## src/logic/isaPkg.sv

```systemverilog
package isaPkg;

  // base widths
  localparam int wordWidth = 16;
  localparam int regAddrWidth = 3;
  localparam int pcWidth = 8;
  localparam int dAddrWidth = 8;
  localparam int opWidth = 5;

  // storage sizes
  localparam int imemDepth = 256;
  localparam int dmemDepth = 256;
  localparam int numRegs = 8;

  // instruction field positions
  localparam int opMsb = 15;
  localparam int opLsb = 11;
  localparam int rdMsb = 10;
  localparam int rdLsb = 8;
  localparam int rsMsb = 7;
  localparam int rsLsb = 5;
  localparam int immMsb = 7;
  localparam int immLsb = 0;
  // shift amount sits in the low bits of the immediate
  localparam int shMsb = 3;
  localparam int shLsb = 0;

  typedef logic [wordWidth-1:0] word_t;
  typedef logic [regAddrWidth-1:0] regAddr_t;
  typedef logic [pcWidth-1:0] pc_t;
  typedef logic [dAddrWidth-1:0] dAddr_t;
  typedef logic [wordWidth-1:0] instr_t;

  // two-operand ops use rd as destination and first source
  // NOT, INC, SHL, SHR work on rd alone
  // LDD loads rd from mem[rs], STD stores rd to mem[rs]
  typedef enum logic [opWidth-1:0] {
    opNop = 5'd0,
    opMov = 5'd1,
    opAdd = 5'd2,
    opSub = 5'd3,
    opAnd = 5'd4,
    opOr  = 5'd5,
    opNot = 5'd6,
    opInc = 5'd7,
    opShl = 5'd8,
    opShr = 5'd9,
    opLdm = 5'd10,
    opLdd = 5'd11,
    opStd = 5'd12,
    opIn  = 5'd13,
    opOut = 5'd14,
    opHlt = 5'd15
  } opcode_e;

endpackage

```

## src/logic/pipePkg.sv

```systemverilog
package pipePkg;

  // fetch to decode
  typedef struct packed {
    logic valid;
    isaPkg::pc_t pc;
    isaPkg::instr_t instr;
  } ifId_t;

  // decode to execute, control bits already gated by valid
  typedef struct packed {
    logic valid;
    isaPkg::opcode_e op;
    isaPkg::regAddr_t rd;
    isaPkg::regAddr_t rs;
    isaPkg::word_t rdVal;
    isaPkg::word_t rsVal;
    logic [isaPkg::immMsb-isaPkg::immLsb:0] imm;
    logic regWrite;
    logic memRead;
    logic memWrite;
    logic isIn;
    logic isOut;
    logic isHalt;
  } idEx_t;

  // execute to memory
  typedef struct packed {
    logic valid;
    isaPkg::regAddr_t rd;
    isaPkg::word_t result;
    isaPkg::word_t storeData;
    isaPkg::dAddr_t addr;
    logic regWrite;
    logic memRead;
    logic memWrite;
    logic isOut;
    logic isHalt;
  } exMem_t;

  // memory to writeback
  typedef struct packed {
    logic valid;
    isaPkg::regAddr_t rd;
    isaPkg::word_t data;
    logic regWrite;
    logic isOut;
    logic isHalt;
  } memWb_t;

  // register write bundle, also used as a forwarding source
  typedef struct packed {
    logic we;
    isaPkg::regAddr_t rd;
    isaPkg::word_t data;
  } fwd_t;

endpackage

```

## src/logic/fetchStage.sv

```systemverilog
`timescale 1ns/100ps

module fetchStage (
  input  logic            clk,
  input  logic            rst,
  input  logic            start,
  input  logic            progWe,
  input  isaPkg::pc_t     progAddr,
  input  isaPkg::instr_t  progData,
  input  logic            pipeHold,
  input  logic            loadUse,
  input  logic            haltSeen,
  output logic            halted,
  output pipePkg::ifId_t  ifId
);

  isaPkg::instr_t imem [isaPkg::imemDepth];
  isaPkg::pc_t pc;
  isaPkg::instr_t fetchWord;
  logic running;
  // set once a HLT has been fetched
  logic fetchStop;
  logic advance;

  assign fetchWord = imem[pc];
  // decode stalls on load-use, whole pipe on port waits
  assign advance = running & ~pipeHold & ~loadUse;

  // program load only while idle
  always_ff @(posedge clk)
  begin
    if (progWe && !running)
    begin
      imem[progAddr] <= progData;
    end
  end

  always_ff @(posedge clk or posedge rst)
  begin
    if (rst)
    begin
      pc <= '0;
      running <= 1'b0;
      halted <= 1'b0;
      fetchStop <= 1'b0;
      ifId <= '0;
    end
    else if (start && !running)
    begin
      // fresh run from address zero
      pc <= '0;
      running <= 1'b1;
      halted <= 1'b0;
      fetchStop <= 1'b0;
      ifId <= '0;
    end
    else if (haltSeen && running)
    begin
      running <= 1'b0;
      halted <= 1'b1;
      ifId <= '0;
    end
    else if (advance)
    begin
      if (fetchStop)
      begin
        // drain with bubbles until HLT retires
        ifId <= '0;
      end
      else
      begin
        ifId <= '{valid: 1'b1, pc: pc, instr: fetchWord};
        pc <= pc + isaPkg::pc_t'(1);
        fetchStop <= (fetchWord[isaPkg::opMsb:isaPkg::opLsb] == isaPkg::opHlt);
      end
    end
  end

endmodule

```

## config.mk

```make
export PLATFORM = sky130hd
export DESIGN_NAME = fetchStage
export DESIGN_NICKNAME = d
export VERILOG_FILES = /design/src/logic/isaPkg.sv /design/src/logic/pipePkg.sv /design/src/logic/fetchStage.sv
export SDC_FILE = /design/constraint.sdc
export NUM_CORES = 2
export LEC_CHECK = 0
export BUFFER_PORTS_ARGS = -buffer_cell sky130_fd_sc_hd__buf_2
export CORE_MARGIN = 8
export CORE_UTILIZATION = 31
export DETAILED_ROUTE_END_ITERATION = 10
export PLACE_DENSITY_LB_ADDON = 0.12
export SETUP_SLACK_MARGIN = 0.4
export SYNTH_ARGS = -nofsm -noshare
export SYNTH_HDL_FRONTEND = slang
export SYNTH_SLANG_ARGS = --single-unit
```

## constraint.sdc

```tcl
create_clock -name clk -period 4.5 [get_ports clk]
set_clock_uncertainty 0.05 [all_clocks]
set_input_delay 0 -clock clk [delete_from_list [all_inputs] [get_ports clk]]
set_output_delay 0 -clock clk [all_outputs]
set_load 0.1 [all_outputs]
```

==> results.py <==
metrics = {
    "pwr": {
        "clock_power_share_pct": 42.0,
        "p_comb_share_pct": 9.3,
        "power_mw": 86.92,
        "p_seq_share_pct": 48.8,
        "power_density_nw_per_um2": 464.1,
        "leakage_nw": 56.78,
        "sw_frac_of_total_pct": 22.92,
        "ir_worst_vdd_v": 0.0003548,
        "p_int_mw": 67.00,
        "power.switching_mw": 19.92,
    },
    "synth": {
        "syn_area_um2": 158300,
        "synth_seq_cells": 4132,
        "synth_warnings": 0,
        "syn_area_per_cell_um2": 23.93,
        "synth_ff_type": "edfxtp_1",
        "syn_nets": 6650,
        "synth_cell_types": 56,
        "synth-edff-count": 4096,
        "async_flop_share_pct": 0.8712,
        "syn_inst": 6618,
        "synth-seq-area-share_pct": 78.25,
    },
    "final_layout": {
        "nets": 7458,
        "stdcell_area_um2": 187300,
        "multi_input_area_um2": 33380,
        "syn_to_final_growth_pct": 18.28,
        "ff_latch_area_um2": 123900,
        "final_layout_size_suffix_gt1_share_pct": 35.89,
        "fillers": 46200,
        "final_cells": 14560,
        "final_util_pct": 36.79,
    },
    "outcome": {
        "status": "finished clean",
    },
    "global_route": {
        "grt_max_degree": 150,
        "antenna_found_initial": 59,
        "grtUsageTotal_pct": 18.45,
        "grt_first_pass_wirelength_um": 683900,
        "grt_pass1_vias": 77890,
        "grt_overflow": 0,
    },
    "floorplan": {
        "initial_core_util_pct": 31.10,
        "coreArea_um2": 509100,
        "num_rows": 262,
        "die_h_um": 730.7,
        "dieWidth_um": 730.7,
        "die_area_um2": 533900,
        "ios": 57,
    },
    "worst_setup_path": {
        "path_buf_inv": 4,
        "max_stage_delay_ns": 0.86,
        "crit_required_ns": 5.35,
        "slowest_stage": "mux2i_1",
        "reg2reg_depth": 12,
        "cp_top_family": "multiplexers",
        "cp_data_arrival_time_ns": 4.98,
        "worstReg2RegStart": "pc[0]",
        "r2r-end": "fetchStop",
        "crit_fanout": 24,
        "path_class": "flip-flop to flip-flop",
        "cp-end-kind": "flip-flop",
        "crit_chain": "buf_4 > buf_12 > buf_12 > mux4_2 > mux2i_1 > a21oi_1 > o211ai_1 > o22ai_1 > a32oi_1 > buf_4 > nand3b_1 > o31ai_1",
        "timing.reg2reg.setup_slack_ns": 0.37,
        "start_kind": "flip-flop",
    },
    "flow_run": {
        "maxCapViolations": 0,
    },
    "clock_network": {
        "cts_max_path_buffers": 4,
        "clock_latency_ns": 1.00,
        "cts_made_buffers": 455,
        "clock_tree.root_cell": "clkbuf_16",
        "clock-sinks": 4132,
        "path_clk_slew_ns": 0.07,
        "tritoncts": "yes",
        "cts-htree-levels": 5,
    },
    "worst_hold_path": {
        "whs_path_depth": 3,
        "hold_end": "imem[63][8]",
        "hp-class": "input pin to flip-flop",
        "min_from": "progData[8]",
    },
    "routing": {
        "drtIter0Drc": 8398,
        "wl_um": 501100,
        "wire_per_inst_um": 34.41,
        "firstDrtPassIters": 6,
        "via_per_inst": 5.181,
        "drcViolationCount": 0,
        "vias": 75450,
        "final_antenna_net_count": 0,
    },
    "timing": {
        "finalCritPeriodShare_pct": 91.82,
        "finalCriticalPeriod_ns": 4.132,
        "finalHoldViolCount": 0,
        "finalSetupViolations": 0,
        "fin_tns_setup_ns": 0,
        "tightest_slew_ns": 1.316,
        "rsz0062_at_grt": "yes",
        "slew_headroom_pct": 12.26,
        "drv_slew": 0,
        "max_freq_mhz": 242.0,
    },
    "placed_design": {
        "dpl.cell_count": 13640,
        "place_area_um2": 171900,
        "hpwlAfterDp_um": 305600,
        "portBuffers": 56,
        "finalWeightedCongestion": 0.7780,
    },
}
[worst max path at each step]
| stage | start | endpoint | slack [ns] | cells past startpoint |
|---|---|---|---|---|
| 2_1_floorplan | pc[0] | ifId[4] | 1.33 | 9 |
| 3_3_place_gp | pc[0] | fetchStop | -0.20 | 11 |
| 3_5_place_dp | pc[0] | fetchStop | -0.27 | 11 |
| 4_1_cts | pc[0] | ifId[10] | 0.40 | 8 |
| 5_1_grt | pc[0] | ifId[4] | 0.38 | 9 |
| 6_report | pc[0] | fetchStop | 0.37 | 12 |
[cell usage in the layout (no fill, tap or decap), drive strengths merged, types with 13 or more instances in the layout]
| master | instances |
|---|---|
| nor2 | 296 |
| clkbuf | 587 |
| o21ai | 29 |
| nand3 | 32 |
| o22ai | 17 |
| mux4 | 1212 |
| a21oi | 31 |
| a22o | 27 |
| bufinv | 36 |
| clkinv | 198 |
| o221ai | 28 |
| inv | 19 |
| nand2 | 77 |
| mux2i | 94 |
| a22oi | 67 |
| diode | 26 |
| mux2 | 26 |
| dfrtp | 36 |
| buf | 674 |
| dlygate4sd3 | 47 |
| o211ai | 13 |
| edfxtp | 4096 |
| nand4 | 19 |
| nor2b | 22 |
[through the flow]
step	worst slack [ns]	hold WS (ns)
2_1_floorplan	1.330	0.03881
3_3_place_gp	-0.2018	0.1512
3_5_place_dp	-0.2671	0.1612
4_1_cts	0.3983	0.0001652
5_1_grt	0.3780	0.04012
6_report	0.3683	0.08087
[cell type report]
class                           count  share of cell area (%)
Clock inverter                    251                   1.223
Multi-Input combinational cell   2099                   17.82
Tap cell                         6732                   4.497
Inverter                           11                 0.02873
Clock buffer                      584                   6.494
Sequential cell                  4132                   66.16
Antenna cell                       26                 0.03474
Timing Repair Buffer              727                   3.737
[worst reg2reg max path: stages, from the launching register on]
cell      delay (ns)
dfrtp_4         0.54
buf_4           0.17
buf_12          0.19
buf_12          0.31
mux4_2          0.56
mux2i_1         0.86
a21oi_1         0.20
o211ai_1        0.18
o22ai_1         0.28
a32oi_1         0.29
buf_4           0.16
nand3b_1        0.12
o31ai_1         0.11
[layer usage]
layer	vias up	share of wire [%]	wire [um]	GRT usage (%)
met4	12	2.2	11170	3.948
met2	2308	48	239600	30.09
met1	42300	44	220400	25.97
li1	30260	-	-	-
met3	567	6.0	29830	3.246
met5	-	0.015	76	0
[synth_stat cells, types with 29 or more instances]
cell	instances	area share, %
a21oi_1	31	0.098
a22oi_1	67	0.32
buf_1	43	0.10
buf_2	107	0.34
buf_4	32	0.15
clkbuf_1	181	0.43
dfrtp_1	36	0.57
edfxtp_1	4096	78
mux2i_1	94	0.59
mux4_2	1212	17
nand2_1	77	0.18
nand3_1	32	0.10
nor2_1	296	0.70
o21ai_0	29	0.092
[kinds of logic after synthesis]
| group | Yosys count | synth area share [%] |
|---|---|---|
| fa+ha+maj | 1 | 0.007901 |
| simple gates | 498 | 1.352 |
| mux | 1332 | 18.02 |
| flops | 4132 | 78.25 |
| compound gates | 264 | 1.212 |
| xor+xnor | 4 | 0.02212 |
| buf+inv | 387 | 1.139 |
[state kept, by name (all words and copies together), names as in the netlist]
signal / flops
fetchStop: 1
halted: 1
ifId: 25
imem: 4096
pc: 8
running: 1
[power groups by stage]
stage / Combinational [mW] / Clock, mW / Sequential [mW]
finish: 8.04 / 36.5 / 42.4
detailed placement: 8.08 / 0 / 43.2
floorplan: 4.64 / 0 / 43.3
global placement: 8.03 / 0 / 43.2
CTS: 8.28 / 37.4 / 42.4
global route: 8.51 / 38.8 / 42.4
[what timing repair did]
action | CTS | global route
gates resized for setup | 26 | 7
hold buffers | 51 | 0
hold endpoints to repair | 4307 | 0
endpoints found under the setup margin | 15 | 7
setup buffers | 9 | 0
gates cloned | 3 | 0
pin swaps | 2 | 0
Power figures use the tool's default switching activity.
