<file path="config.mk">
export PLATFORM = sky130hd
export DESIGN_NAME = executeStage
export DESIGN_NICKNAME = d
export VERILOG_FILES = /design/src/logic/isaPkg.sv /design/src/logic/pipePkg.sv /design/src/logic/executeStage.sv
export SDC_FILE = /design/constraint.sdc
export NUM_CORES = 1
export LEC_CHECK = 0
export ABC_AREA = 1
export BUFFER_PORTS_ARGS = -buffer_cell sky130_fd_sc_hd__clkbuf_2
export CORE_MARGIN = 5
export CORE_UTILIZATION = 40
export DETAILED_ROUTE_END_ITERATION = 12
export PLACE_DENSITY = 0.66
export SLEW_MARGIN = 40
export SYNTH_ARGS = -nofsm -noshare
export SYNTH_HDL_FRONTEND = slang
export SYNTH_SLANG_ARGS = --single-unit
</file>
<file path="constraint.sdc">
create_clock -name clk -period 1.5 [get_ports clk]
set_input_delay 0.3 -clock clk [delete_from_list [all_inputs] [get_ports clk]]
set_output_delay 0.3 -clock clk [all_outputs]
set_load 0.005 [all_outputs]
</file>
<file path="src/logic/isaPkg.sv">
package isaPkg;

  // base widths
  localparam int wordWidth = 16;
  localparam int regAddrWidth = 3;
  localparam int pcWidth = 8;
  localparam int dAddrWidth = 8;
  localparam int opWidth = 5;

  // storage sizes
  localparam int imemDepth = 256;
  localparam int dmemDepth = 256;
  localparam int numRegs = 8;

  // instruction field positions
  localparam int opMsb = 15;
  localparam int opLsb = 11;
  localparam int rdMsb = 10;
  localparam int rdLsb = 8;
  localparam int rsMsb = 7;
  localparam int rsLsb = 5;
  localparam int immMsb = 7;
  localparam int immLsb = 0;
  // shift amount sits in the low bits of the immediate
  localparam int shMsb = 3;
  localparam int shLsb = 0;

  typedef logic [wordWidth-1:0] word_t;
  typedef logic [regAddrWidth-1:0] regAddr_t;
  typedef logic [pcWidth-1:0] pc_t;
  typedef logic [dAddrWidth-1:0] dAddr_t;
  typedef logic [wordWidth-1:0] instr_t;

  // two-operand ops use rd as destination and first source
  // NOT, INC, SHL, SHR work on rd alone
  // LDD loads rd from mem[rs], STD stores rd to mem[rs]
  typedef enum logic [opWidth-1:0] {
    opNop = 5'd0,
    opMov = 5'd1,
    opAdd = 5'd2,
    opSub = 5'd3,
    opAnd = 5'd4,
    opOr  = 5'd5,
    opNot = 5'd6,
    opInc = 5'd7,
    opShl = 5'd8,
    opShr = 5'd9,
    opLdm = 5'd10,
    opLdd = 5'd11,
    opStd = 5'd12,
    opIn  = 5'd13,
    opOut = 5'd14,
    opHlt = 5'd15
  } opcode_e;

endpackage

</file>
<file path="src/logic/pipePkg.sv">
package pipePkg;

  // fetch to decode
  typedef struct packed {
    logic valid;
    isaPkg::pc_t pc;
    isaPkg::instr_t instr;
  } ifId_t;

  // decode to execute, control bits already gated by valid
  typedef struct packed {
    logic valid;
    isaPkg::opcode_e op;
    isaPkg::regAddr_t rd;
    isaPkg::regAddr_t rs;
    isaPkg::word_t rdVal;
    isaPkg::word_t rsVal;
    logic [isaPkg::immMsb-isaPkg::immLsb:0] imm;
    logic regWrite;
    logic memRead;
    logic memWrite;
    logic isIn;
    logic isOut;
    logic isHalt;
  } idEx_t;

  // execute to memory
  typedef struct packed {
    logic valid;
    isaPkg::regAddr_t rd;
    isaPkg::word_t result;
    isaPkg::word_t storeData;
    isaPkg::dAddr_t addr;
    logic regWrite;
    logic memRead;
    logic memWrite;
    logic isOut;
    logic isHalt;
  } exMem_t;

  // memory to writeback
  typedef struct packed {
    logic valid;
    isaPkg::regAddr_t rd;
    isaPkg::word_t data;
    logic regWrite;
    logic isOut;
    logic isHalt;
  } memWb_t;

  // register write bundle, also used as a forwarding source
  typedef struct packed {
    logic we;
    isaPkg::regAddr_t rd;
    isaPkg::word_t data;
  } fwd_t;

endpackage

</file>
<file path="src/logic/executeStage.sv">
`timescale 1ns/100ps

module executeStage (
  input  logic             clk,
  input  logic             rst,
  input  pipePkg::idEx_t   idEx,
  input  pipePkg::fwd_t    exFwd,
  input  pipePkg::fwd_t    wbFwd,
  input  logic             pipeHold,
  input  isaPkg::word_t    inData,
  input  logic             inValid,
  output logic             inReady,
  output logic             exHold,
  output pipePkg::exMem_t  exMem
);

  // operand A comes from rd, operand B from rs
  isaPkg::word_t opA;
  isaPkg::word_t opB;
  isaPkg::word_t aluOut;
  logic [isaPkg::shMsb-isaPkg::shLsb:0] shamt;
  pipePkg::exMem_t nextExMem;

  // youngest producer wins
  function automatic isaPkg::word_t pickOperand(
    input isaPkg::regAddr_t r,
    input isaPkg::word_t regVal,
    input pipePkg::fwd_t nearFwd,
    input pipePkg::fwd_t farFwd
  );
    if (nearFwd.we && nearFwd.rd == r)
    begin
      return nearFwd.data;
    end
    else if (farFwd.we && farFwd.rd == r)
    begin
      return farFwd.data;
    end
    return regVal;
  endfunction

  assign opA = pickOperand(idEx.rd, idEx.rdVal, exFwd, wbFwd);
  assign opB = pickOperand(idEx.rs, idEx.rsVal, exFwd, wbFwd);
  assign shamt = idEx.imm[isaPkg::shMsb:isaPkg::shLsb];

  always_comb
  begin
    case (idEx.op)
      isaPkg::opMov: aluOut = opB;
      isaPkg::opAdd: aluOut = opA + opB;
      isaPkg::opSub: aluOut = opA - opB;
      isaPkg::opAnd: aluOut = opA & opB;
      isaPkg::opOr:  aluOut = opA | opB;
      isaPkg::opNot: aluOut = ~opA;
      isaPkg::opInc: aluOut = opA + isaPkg::word_t'(1);
      isaPkg::opShl: aluOut = opA << shamt;
      isaPkg::opShr: aluOut = opA >> shamt;
      // zero-extended immediate
      isaPkg::opLdm: aluOut = isaPkg::word_t'(idEx.imm);
      isaPkg::opIn:  aluOut = inData;
      // OUT carries the forwarded rd value down to the port
      isaPkg::opOut: aluOut = opA;
      default:       aluOut = '0;
    endcase
  end

  // IN stalls the whole pipe until the port has data
  assign exHold = idEx.valid & idEx.isIn & ~inValid;
  assign inReady = idEx.valid & idEx.isIn & ~pipeHold;

  always_comb
  begin
    nextExMem.valid = idEx.valid;
    nextExMem.rd = idEx.rd;
    nextExMem.result = aluOut;
    nextExMem.storeData = opA;
    // low byte of rs addresses data memory
    nextExMem.addr = isaPkg::dAddr_t'(opB);
    nextExMem.regWrite = idEx.regWrite;
    nextExMem.memRead = idEx.memRead;
    nextExMem.memWrite = idEx.memWrite;
    nextExMem.isOut = idEx.isOut;
    nextExMem.isHalt = idEx.isHalt;
  end

  always_ff @(posedge clk or posedge rst)
  begin
    if (rst)
    begin
      exMem <= '0;
    end
    else if (!pipeHold)
    begin
      exMem <= nextExMem;
    end
  end

endmodule

</file>
==> out/metrics.yaml <==
clocking:
  clock-root-buffer: "clkbuf_16"
  cts_tree: "yes"
  cts.sinks: 49
  cts_max_path_buffers: 2
  clkTransAtPathRegs_ps: 70
  clkLatencyLatePin_ps: 290
  cts_made_buffers: 5
  htree_levels: 2
timing:
  finalSetupTns_ps: -32580
  final-setup-viol-count: 30
  maxSlewHeadroom_pct: 49.1
  final.min_clock_period_ps: 3530
  fin_ws_ps: -2030
  post-route-period-util_pct: 235
  drv_slew: 0
  fmax_mhz: 284
  hold_viol: 0
  rsz0062_at_grt: "true"
  hold_slack_ps: 200
  worstMarginPinSlew_ps: 763
  finalClockSkew_ps: 0
worst_hold_path:
  hp-start: "idEx[5]"
  hold_path.class: "in -> reg"
final_layout:
  final_cell_mix: "nand2_1, buf_4, clkbuf_2, inv_1, nand3_1"
  final_area_um2: 10400
  syn_to_final_growth_pct: 71.8
  fin_util_pct: 69.2
  regMostFlops: "exMem"
  layout_commonest_cell: "nand2_1"
  nNetsFinal: 1603
  reg_top3: "exMem (49)"
  n_antenna_cell: 0
  drive_gt1_share_pct: 44.8
  largest_reg_flops: 49
critical_path:
  cpPeakStageDelay_ps: 260
  reg2reg_from: "exMem[37]"
  cpMaxStageDelayCell: "or2_4"
  crit_arrival_ps: 3710
  crit_fanout: 13
  crit_start: "exFwd[18]"
  startpoint_type: "input pin"
  worstPathRequired_ps: 1680
  critPathKind: "in -> reg"
  end_kind: "flop"
  crit_top_cell: "nand2_1"
logic_synthesis:
  async_flop_share_pct: 100
  synth-main-ff-cell: "dfrtp_1"
  synth_edf_count: 0
  synth.net_count: 1210
  ys_types: 45
  synth.yosys.seq_area_share_pct: 20.3
  ys_seq_elements: 49
  yosysWarnings: 0
  syn_area_per_cell_um2: 5.64
  synthCells: 1073
  synth_area_um2: 6050
floorplan:
  dieWidth_um: 133
  rows: 45
  dieHeight_um: 133
  io_pins: 169
  die_area_um2: 17700
  initial_core_util_pct: 40.3
  core_um2: 15000
global_route:
  gr-total-overflow: 0
  grt_max_degree: 41
  antenna_found_initial: 0
  grt_pass1_vias: 8183
  grt_pass1_wl_um: 43200
  gr-usage-all-layers_pct: 30.6
route:
  via_per_inst: 5.38
  drc_errors: 0
  wl_per_cell_um: 17.8
  drtAntennaViolNets: 0
  drt_iter0_drc: 851
  vias: 8900
  drt-pass1-iter-count: 6
  drt_wl_total_um: 29400
power:
  pwr-share-clk_pct: 16.1
  p_seq_share_pct: 21.6
  p_int_mw: 4.24
  powerDensity_nw_per_um2: 699
  switching_power_mw: 3.02
  comb_power_share_pct: 62.2
  p_leak_nw: 5.43
  ir_drop_uv: 437
  switching_share_pct: 41.6
status:
  status: "finished with violations"
  failed_checks: "negative setup slack"
placed_design:
  gp_congestion: 1.02
  hpwl_um: 22500
  dp_slack_ps: -2530
  io_buffers: 168
  dpl_cell_area_um2: 8780
run:
  cap_violations: 0
[routing by layer]
| layer | track usage, % | up-vias | wire length (um) |
|---|---|---|---|
| met5 | 0 | - | 0 |
| met4 | 9.70 | 0 | 1210 |
| met3 | 3.95 | 92 | 2190 |
| met2 | 52.1 | 408 | 14200 |
| met1 | 40.2 | 4081 | 11800 |
| li1 | - | 4319 | - |
[power by group through the flow]
stage,Clock [mW],Combinational (mW),Sequential [mW]
2_1_floorplan,0,1.70,1.60
3_3_place_gp,0,3.37,1.59
3_5_place_dp,0,3.37,1.60
4_1_cts,1.20,3.82,1.57
5_1_grt,1.27,4.84,1.59
6_report,1.17,4.52,1.57
[final cells by class]
type / instances / area (um2)
inverters: 129 / 534
clock buffers: 5 / 125
clock inverters: 3 / 28.8
well taps: 188 / 235
multi-input cells: 845 / 5010
flip-flops and latches: 49 / 1230
repair buffers: 436 / 3240
fillers: 1286 / 4640
[per-stage QoR]
step / total power, mW / std cells
6_report: 7.27 / 1655
5_1_grt: 7.70 / 1655
4_1_cts: 6.59 / 1634
3_5_place_dp: 4.96 / 1595
3_3_place_gp: 4.96 / 1595
2_1_floorplan: 3.30 / 1073
[cell families after synthesis]
group | after synthesis | share of synthesized area (%)
xor+xnor | 3 | 0.434
buf+inv | 179 | 11.9
fa+ha+maj | 19 | 4.05
mux | 1 | 0.165
flops | 49 | 20.3
simple gates | 584 | 39.9
compound gates | 238 | 23.3
[what timing repair did]
item                       CTS  global route
setup endpoints to repair   34            35
cloned                       2             0
hold endpoints to repair    11             0
resized for setup          125           160
buffers inserted            29            23
hold buffers                 1             0
pin swaps                   45            52
[cell usage after synthesis (2+ instances only)]
| cell type | number | area (um2) |
|---|---|---|
| nor3_2 | 2 | 20.0 |
| a31oi_1 | 8 | 50.1 |
| inv_1 | 124 | 465 |
| nand3b_1 | 2 | 15.0 |
| nor2_1 | 70 | 263 |
| o21ai_0 | 102 | 510 |
| nor3_1 | 8 | 40.0 |
| nand3_1 | 95 | 475 |
| or2_2 | 7 | 43.8 |
| nand2_2 | 4 | 25.0 |
| dfrtp_1 | 49 | 1230 |
| nand4_1 | 9 | 56.3 |
| inv_2 | 4 | 15.0 |
| a21oi_4 | 2 | 32.5 |
| o21ai_2 | 5 | 43.8 |
| nor2_2 | 3 | 18.8 |
| a21oi_1 | 46 | 230 |
| buf_6 | 4 | 45.0 |
| nand2_1 | 379 | 1420 |
| buf_2 | 7 | 35.0 |
| a22oi_1 | 3 | 22.5 |
| a21oi_2 | 6 | 52.6 |
| clkbuf_1 | 28 | 105 |
| o21ai_1 | 18 | 90.1 |
| a221oi_1 | 3 | 26.3 |
| buf_4 | 2 | 15.0 |
| xnor2_1 | 2 | 17.5 |
| o21a_1 | 5 | 37.5 |
| o2111ai_1 | 6 | 52.6 |
| o211ai_1 | 25 | 188 |
| ha_1 | 18 | 225 |
| buf_1 | 9 | 33.8 |
| a211oi_1 | 6 | 45.0 |
[path summary, 6_finish.rpt]
kind	end	slack (ps)	cells past startpoint
setup / recovery	exMem[35]	-2030	27
setup reg to reg	exMem[37]	820	2
min in group asynchronous	exMem[16]	480	3
hold reg to reg	exMem[31]	470	2
max in group asynchronous	exMem[34]	580	4
hold / removal	exMem[4]	200	3
[critical path: cells and delay by family]
kind	cells	cell delay [ps]
AND/OR/NAND/NOR	13	1380
AO/OA/AOI/OAI	7	930
buffers and inverters	5	680
adder cells (fa/ha/maj)	2	410
Note: power is estimated with default switching activity, not from simulation.
