<file path="config.mk">
export PLATFORM = sky130hd
export DESIGN_NAME = memWbStage
export DESIGN_NICKNAME = d
export VERILOG_FILES = /design/src/logic/isaPkg.sv /design/src/logic/pipePkg.sv /design/src/logic/memWbStage.sv
export SDC_FILE = /design/constraint.sdc
export NUM_CORES = 2
export LEC_CHECK = 0
export CAP_MARGIN = 15
export CORE_UTILIZATION = 66
export CTS_BUF_LIST = sky130_fd_sc_hd__clkbuf_4 sky130_fd_sc_hd__clkbuf_8
export CTS_CLUSTER_DIAMETER = 100
export CTS_CLUSTER_SIZE = 14
export DETAILED_ROUTE_END_ITERATION = 7
export DONT_BUFFER_PORTS = 1
export MAX_ROUTING_LAYER = met4
export PLACE_DENSITY = 0.81
export SLEW_MARGIN = 20
export SYNTH_ARGS = -nofsm -noshare
export SYNTH_HDL_FRONTEND = slang
export SYNTH_SLANG_ARGS = --single-unit
</file>
<file path="constraint.sdc">
create_clock -name clk -period 3.65 [get_ports clk]
set_input_delay 0.5475 -clock clk [delete_from_list [all_inputs] [get_ports clk]]
set_output_delay 0.5475 -clock clk [all_outputs]
set_load 0.005 [all_outputs]
</file>
<file path="src/logic/isaPkg.sv">
package isaPkg;

  // base widths
  localparam int wordWidth = 16;
  localparam int regAddrWidth = 3;
  localparam int pcWidth = 8;
  localparam int dAddrWidth = 8;
  localparam int opWidth = 5;

  // storage sizes
  localparam int imemDepth = 256;
  localparam int dmemDepth = 256;
  localparam int numRegs = 8;

  // instruction field positions
  localparam int opMsb = 15;
  localparam int opLsb = 11;
  localparam int rdMsb = 10;
  localparam int rdLsb = 8;
  localparam int rsMsb = 7;
  localparam int rsLsb = 5;
  localparam int immMsb = 7;
  localparam int immLsb = 0;
  // shift amount sits in the low bits of the immediate
  localparam int shMsb = 3;
  localparam int shLsb = 0;

  typedef logic [wordWidth-1:0] word_t;
  typedef logic [regAddrWidth-1:0] regAddr_t;
  typedef logic [pcWidth-1:0] pc_t;
  typedef logic [dAddrWidth-1:0] dAddr_t;
  typedef logic [wordWidth-1:0] instr_t;

  // two-operand ops use rd as destination and first source
  // NOT, INC, SHL, SHR work on rd alone
  // LDD loads rd from mem[rs], STD stores rd to mem[rs]
  typedef enum logic [opWidth-1:0] {
    opNop = 5'd0,
    opMov = 5'd1,
    opAdd = 5'd2,
    opSub = 5'd3,
    opAnd = 5'd4,
    opOr  = 5'd5,
    opNot = 5'd6,
    opInc = 5'd7,
    opShl = 5'd8,
    opShr = 5'd9,
    opLdm = 5'd10,
    opLdd = 5'd11,
    opStd = 5'd12,
    opIn  = 5'd13,
    opOut = 5'd14,
    opHlt = 5'd15
  } opcode_e;

endpackage

</file>
<file path="src/logic/pipePkg.sv">
package pipePkg;

  // fetch to decode
  typedef struct packed {
    logic valid;
    isaPkg::pc_t pc;
    isaPkg::instr_t instr;
  } ifId_t;

  // decode to execute, control bits already gated by valid
  typedef struct packed {
    logic valid;
    isaPkg::opcode_e op;
    isaPkg::regAddr_t rd;
    isaPkg::regAddr_t rs;
    isaPkg::word_t rdVal;
    isaPkg::word_t rsVal;
    logic [isaPkg::immMsb-isaPkg::immLsb:0] imm;
    logic regWrite;
    logic memRead;
    logic memWrite;
    logic isIn;
    logic isOut;
    logic isHalt;
  } idEx_t;

  // execute to memory
  typedef struct packed {
    logic valid;
    isaPkg::regAddr_t rd;
    isaPkg::word_t result;
    isaPkg::word_t storeData;
    isaPkg::dAddr_t addr;
    logic regWrite;
    logic memRead;
    logic memWrite;
    logic isOut;
    logic isHalt;
  } exMem_t;

  // memory to writeback
  typedef struct packed {
    logic valid;
    isaPkg::regAddr_t rd;
    isaPkg::word_t data;
    logic regWrite;
    logic isOut;
    logic isHalt;
  } memWb_t;

  // register write bundle, also used as a forwarding source
  typedef struct packed {
    logic we;
    isaPkg::regAddr_t rd;
    isaPkg::word_t data;
  } fwd_t;

endpackage

</file>
<file path="src/logic/memWbStage.sv">
`timescale 1ns/100ps

module memWbStage (
  input  logic             clk,
  input  logic             rst,
  input  pipePkg::exMem_t  exMem,
  input  logic             exHold,
  input  logic             outReady,
  output logic             pipeHold,
  output pipePkg::fwd_t    exFwd,
  output pipePkg::fwd_t    wbWrite,
  output isaPkg::word_t    outData,
  output logic             outValid,
  output logic             haltSeen
);

  isaPkg::word_t dmem [isaPkg::dmemDepth];
  isaPkg::word_t loadData;
  pipePkg::memWb_t memWb;
  pipePkg::memWb_t nextMemWb;
  // OUT stuck behind a busy consumer
  logic wbBlock;

  assign wbBlock = memWb.valid & memWb.isOut & ~outReady;
  assign pipeHold = wbBlock | exHold;

  // store only when the STD moves on, so a held STD writes once
  always_ff @(posedge clk)
  begin
    if (exMem.valid && exMem.memWrite && !pipeHold)
    begin
      dmem[exMem.addr] <= exMem.storeData;
    end
  end

  // asynchronous read feeds the memWb register
  assign loadData = dmem[exMem.addr];

  always_comb
  begin
    nextMemWb.valid = exMem.valid;
    nextMemWb.rd = exMem.rd;
    nextMemWb.data = exMem.memRead ? loadData : exMem.result;
    nextMemWb.regWrite = exMem.regWrite;
    nextMemWb.isOut = exMem.isOut;
    nextMemWb.isHalt = exMem.isHalt;
  end

  always_ff @(posedge clk or posedge rst)
  begin
    if (rst)
    begin
      memWb <= '0;
    end
    else if (wbBlock)
    begin
      memWb <= memWb;
    end
    else if (exHold)
    begin
      // current entry retires, exMem is frozen behind it
      memWb <= '0;
    end
    else
    begin
      memWb <= nextMemWb;
    end
  end

  // load results are not ready in this stage
  assign exFwd = '{we: exMem.valid & exMem.regWrite & ~exMem.memRead,
                   rd: exMem.rd,
                   data: exMem.result};

  assign wbWrite = '{we: memWb.valid & memWb.regWrite, rd: memWb.rd, data: memWb.data};

  // output port stays put while blocked
  assign outData = memWb.data;
  assign outValid = memWb.valid & memWb.isOut;
  assign haltSeen = memWb.valid & memWb.isHalt;

endmodule

</file>
==> run_summary.xml <==
<?xml version="1.0" encoding="UTF-8"?>
<metrics>
  <group name="status">
    <metric name="outcome" unit="">finished, violations left</metric>
    <metric name="failed_checks" unit="">hold timing, setup timing</metric>
  </group>
  <group name="cts">
    <metric name="clock_latency_at_the_later_pin_of_the_worst_skew_pair" unit="ns">1.16</metric>
    <metric name="clock_transition_at_the_registers_of_the_reported_paths" unit="ns">0.09</metric>
    <metric name="cts_max_path_buffers" unit="">4</metric>
    <metric name="numClockSinks" unit="">4119</metric>
    <metric name="cts-buffers-inserted" unit="">344</metric>
    <metric name="cts_tree" unit="">built</metric>
    <metric name="root_buffer" unit="">clkbuf_8</metric>
    <metric name="clock_tree.htree_level_count" unit="">5</metric>
  </group>
  <group name="hold_path">
    <metric name="min_path_type" unit="">in -&gt; reg</metric>
  </group>
  <group name="setup_path">
    <metric name="startpoint_type" unit="">primary input</metric>
    <metric name="worst-setup-path-type" unit="">in -&gt; reg</metric>
    <metric name="timing.critical_path.arrival" unit="ns">4.59</metric>
    <metric name="setup.worst_path.end_class" unit="">register</metric>
    <metric name="critical_path_peak_fanout" unit="">82</metric>
    <metric name="cp_data_required_time" unit="ns">4.56</metric>
  </group>
  <group name="power_and_ir_drop">
    <metric name="power.ir.vdd_worst" unit="V">0.000582</metric>
    <metric name="power.leakage" unit="nW">53.2</metric>
    <metric name="p_per_area" unit="mW/mm^2">462</metric>
  </group>
  <group name="timing">
    <metric name="finalSetupViolCount" unit="">1</metric>
    <metric name="timing_max_transition_violations_final" unit="">0</metric>
    <metric name="worst_hold_slack" unit="ns">-0.0209</metric>
    <metric name="final_period_minus_worst_setup_slack" unit="ns">3.68</metric>
    <metric name="clock-skew-final" unit="ns">0.109</metric>
    <metric name="fin_ws" unit="ns">-0.0316</metric>
    <metric name="rsz0062_at_grt" unit="">no</metric>
    <metric name="transition_at_the_pin_with_the_smallest_max_transition_slack" unit="ns">1.32</metric>
    <metric name="final_report_hold_violation_count" unit="">29</metric>
    <metric name="fmaxAchievable" unit="MHz">272</metric>
    <metric name="slew_headroom" unit="%">11.7</metric>
    <metric name="final_cycle_share" unit="%">101</metric>
  </group>
  <group name="synthesis">
    <metric name="ys.flop_type" unit="">edfxtp_1</metric>
    <metric name="synth.yosys.warnings" unit="">0</metric>
    <metric name="synth.top_cells.by_area" unit="">edfxtp_1 78%, mux4_2 16%, a22oi_1 1.8%</metric>
    <metric name="syn_area" unit="sq mm">0.157</metric>
    <metric name="synth_area_per_cell" unit="sq um">23.3</metric>
    <metric name="synth_fp_nets" unit="">6792</metric>
    <metric name="netlist.top_cell.by_area" unit="">edfxtp_1</metric>
    <metric name="synth_top_area_share" unit="%">78.5</metric>
    <metric name="yosysSeqAreaShare" unit="%">78.8</metric>
    <metric name="synthCells" unit="">6739</metric>
    <metric name="postSynth.asyncResetShare" unit="%">0.558</metric>
    <metric name="synth_cell_type_count" unit="">39</metric>
    <metric name="synth_edf_count" unit="">4096</metric>
    <metric name="yosys_register_bits" unit="">4119</metric>
  </group>
  <group name="global_routing">
    <metric name="grt_util_all_layers" unit="%">35.5</metric>
    <metric name="antenna_found_initial" unit="">31</metric>
    <metric name="grt_max_degree" unit="">1032</metric>
    <metric name="number_of_global_route_vias_before_repair" unit="">77800</metric>
    <metric name="grt_first_pass_wirelength" unit="mm">568</metric>
    <metric name="remaining_overflow_grt" unit="">0</metric>
  </group>
  <group name="final_layout">
    <metric name="finish.utilization" unit="%">73.7</metric>
    <metric name="fin_area" unit="sq mm">0.174</metric>
    <metric name="syn2layout_area_growth" unit="%">10.8</metric>
    <metric name="final_common_cell" unit="">edfxtp_1</metric>
    <metric name="mostFrequentLayoutCells" unit="">4096 x edfxtp_1, 1103 x mux4_2, 367 x a22oi_1</metric>
    <metric name="final_nets" unit="">7382</metric>
    <metric name="fill_cells" unit="">11800</metric>
    <metric name="post_route_cells_drive_above_1_share" unit="%">30.1</metric>
  </group>
  <group name="placed_design">
    <metric name="hpwl" unit="mm">226</metric>
    <metric name="place_congestion" unit="">0.879</metric>
    <metric name="buffer_ports.inserted" unit="">0</metric>
    <metric name="placed_instance_area" unit="sq mm">0.166</metric>
  </group>
  <group name="detailed_routing">
    <metric name="drc" unit="">0</metric>
    <metric name="antenna_left" unit="">0</metric>
    <metric name="detailedRoute.firstPassIterationCount" unit="">6</metric>
    <metric name="aggregate_routed_wire_length" unit="mm">419</metric>
    <metric name="via_count" unit="">79400</metric>
    <metric name="drt-vias-per-instance" unit="">7.48</metric>
    <metric name="post_drt_wl_per_cell" unit="um">39.5</metric>
    <metric name="starting_drt_drc_count" unit="">13100</metric>
  </group>
  <group name="floorplanning">
    <metric name="die_area" unit="sq mm">0.239</metric>
    <metric name="initial_utilization" unit="%">66.5</metric>
    <metric name="rows" unit="">178</metric>
    <metric name="dieHeight" unit="um">489</metric>
    <metric name="floorplan.io_pins" unit="">112</metric>
    <metric name="core-area" unit="sq mm">0.236</metric>
    <metric name="die_w" unit="um">489</metric>
  </group>
  <group name="job">
    <metric name="cap_violations" unit="">0</metric>
  </group>
</metrics>
path summary, 6_finish.rpt:
| check | startpoint | end | slack (ns) | depth (start not counted) |
|---|---|---|---|---|
| worst max-delay path | exMem[6] | outData[13] | -0.03 | 9 |
| worst min-delay path | exMem[18] | dmem[100][5] | -0.02 | 1 |
| worst max register to register | memWb[22] | dmem[29][7] | 0.09 | 9 |
| worst min register to register | outData[10] | outData[10] | 0.80 | 2 |
| max in group asynchronous | rst | outData[13] | 2.73 | 4 |
| min in group asynchronous | rst | outData[6] | 0.48 | 4 |
flip-flops by register name (all words and copies together), names as in the netlist:
| signal | count |
|---|---|
| outData | 16 |
| memWb | 4 |
| dmem | 4096 |
| wbWrite | 3 |
critical path, cell delays in order:
cell,delay [ns]
buf_16,0.36
buf_16,0.46
buf_16,0.37
mux4_2,0.45
mux4_2,0.57
mux2_2,0.30
a311o_1,0.59
nor4_1,0.45
nor2_1,0.11
kinds of logic (layout without fill, tap and decap cells):
| kind of cell | count (synthesis) | in the layout | synth area share [%] |
|---|---|---|---|
| other cells | 0 | 54 | 0 |
| flops | 4119 | 4119 | 78.8 |
| buf+inv | 463 | 1132 | 1.37 |
| simple gates | 393 | 393 | 1.03 |
| mux | 1113 | 1113 | 15.9 |
| compound gates | 651 | 651 | 2.87 |
what timing repair did:
action                     in CTS  in global routing
resized for setup               0                  0
hold buffers                   61                 12
setup buffers                   0                  0
hold endpoints to repair     4141                732
setup endpoints to repair      16                 12
cloned                          5                  7
per-stage QoR:
| stage | std cells | worst slack, ns | hold slack (ns) | power (W) | TNS [ns] |
|---|---|---|---|---|---|
| 2_1_floorplan | 6739 | 0.0370 | 0.442 | 0.0554 | 0 |
| 3_3_place_gp | 10000 | -1.86 | 0.459 | 0.0563 | -696.80 |
| 3_5_place_dp | 10000 | -1.94 | 0.468 | 0.0563 | -983.25 |
| 6_report | 10600 | -0.0316 | -0.0209 | 0.0803 | -0.0316 |
| 4_1_cts | 10500 | 0.0496 | 0.00365 | 0.0798 | 0 |
| 5_1_grt | 10600 | 0.0492 | 0.0281 | 0.0820 | 0 |
per-layer routing:
layer  routed length, um  global-route usage [%]  up-vias
li1                    -                       -    29900
met1              131000                    45.8    40900
met2              200000                    53.1     7371
met3               59900                    8.19     1305
met4               28900                    19.5        0
met5                   0                       -        -
area by class of cell:
| cell class | count | area (sq um) | share of cell area, % |
|---|---|---|---|
| Inverter | 5 | 18.8 | 0.0108 |
| Antenna cell | 54 | 135 | 0.0778 |
| Tap cell | 3150 | 3940 | 2.27 |
| Clock inverter | 10 | 92.6 | 0.0533 |
| Multi-Input combinational cell | 2157 | 31300 | 18.0 |
| Timing Repair Buffer | 702 | 9450 | 5.44 |
| Sequential cell | 4119 | 124000 | 71.1 |
| Clock buffer | 415 | 5290 | 3.05 |
power breakdown:
part           switching [W]  internal [W]  leakage, nW
sequential         0.0000835        0.0520         37.1
combinational        0.00286       0.00176         13.3
clock                 0.0143       0.00936         2.84
total                 0.0172        0.0631         53.2
cells in the mapped netlist (8+ instances only):
library cell,n
nand3_1,8
dfrtp_1,23
o21ai_0,10
buf_2,141
clkbuf_1,197
a22oi_1,367
edfxtp_1,4096
buf_1,58
nor3_1,10
nand2_1,56
nor2b_1,12
mux4_2,1103
a21oi_1,187
a32oi_1,11
buf_4,62
nor2_1,274
a41o_1,10
o41ai_1,40
nand2b_1,12
No activity file was read; power rests on OpenSTA's default activity.
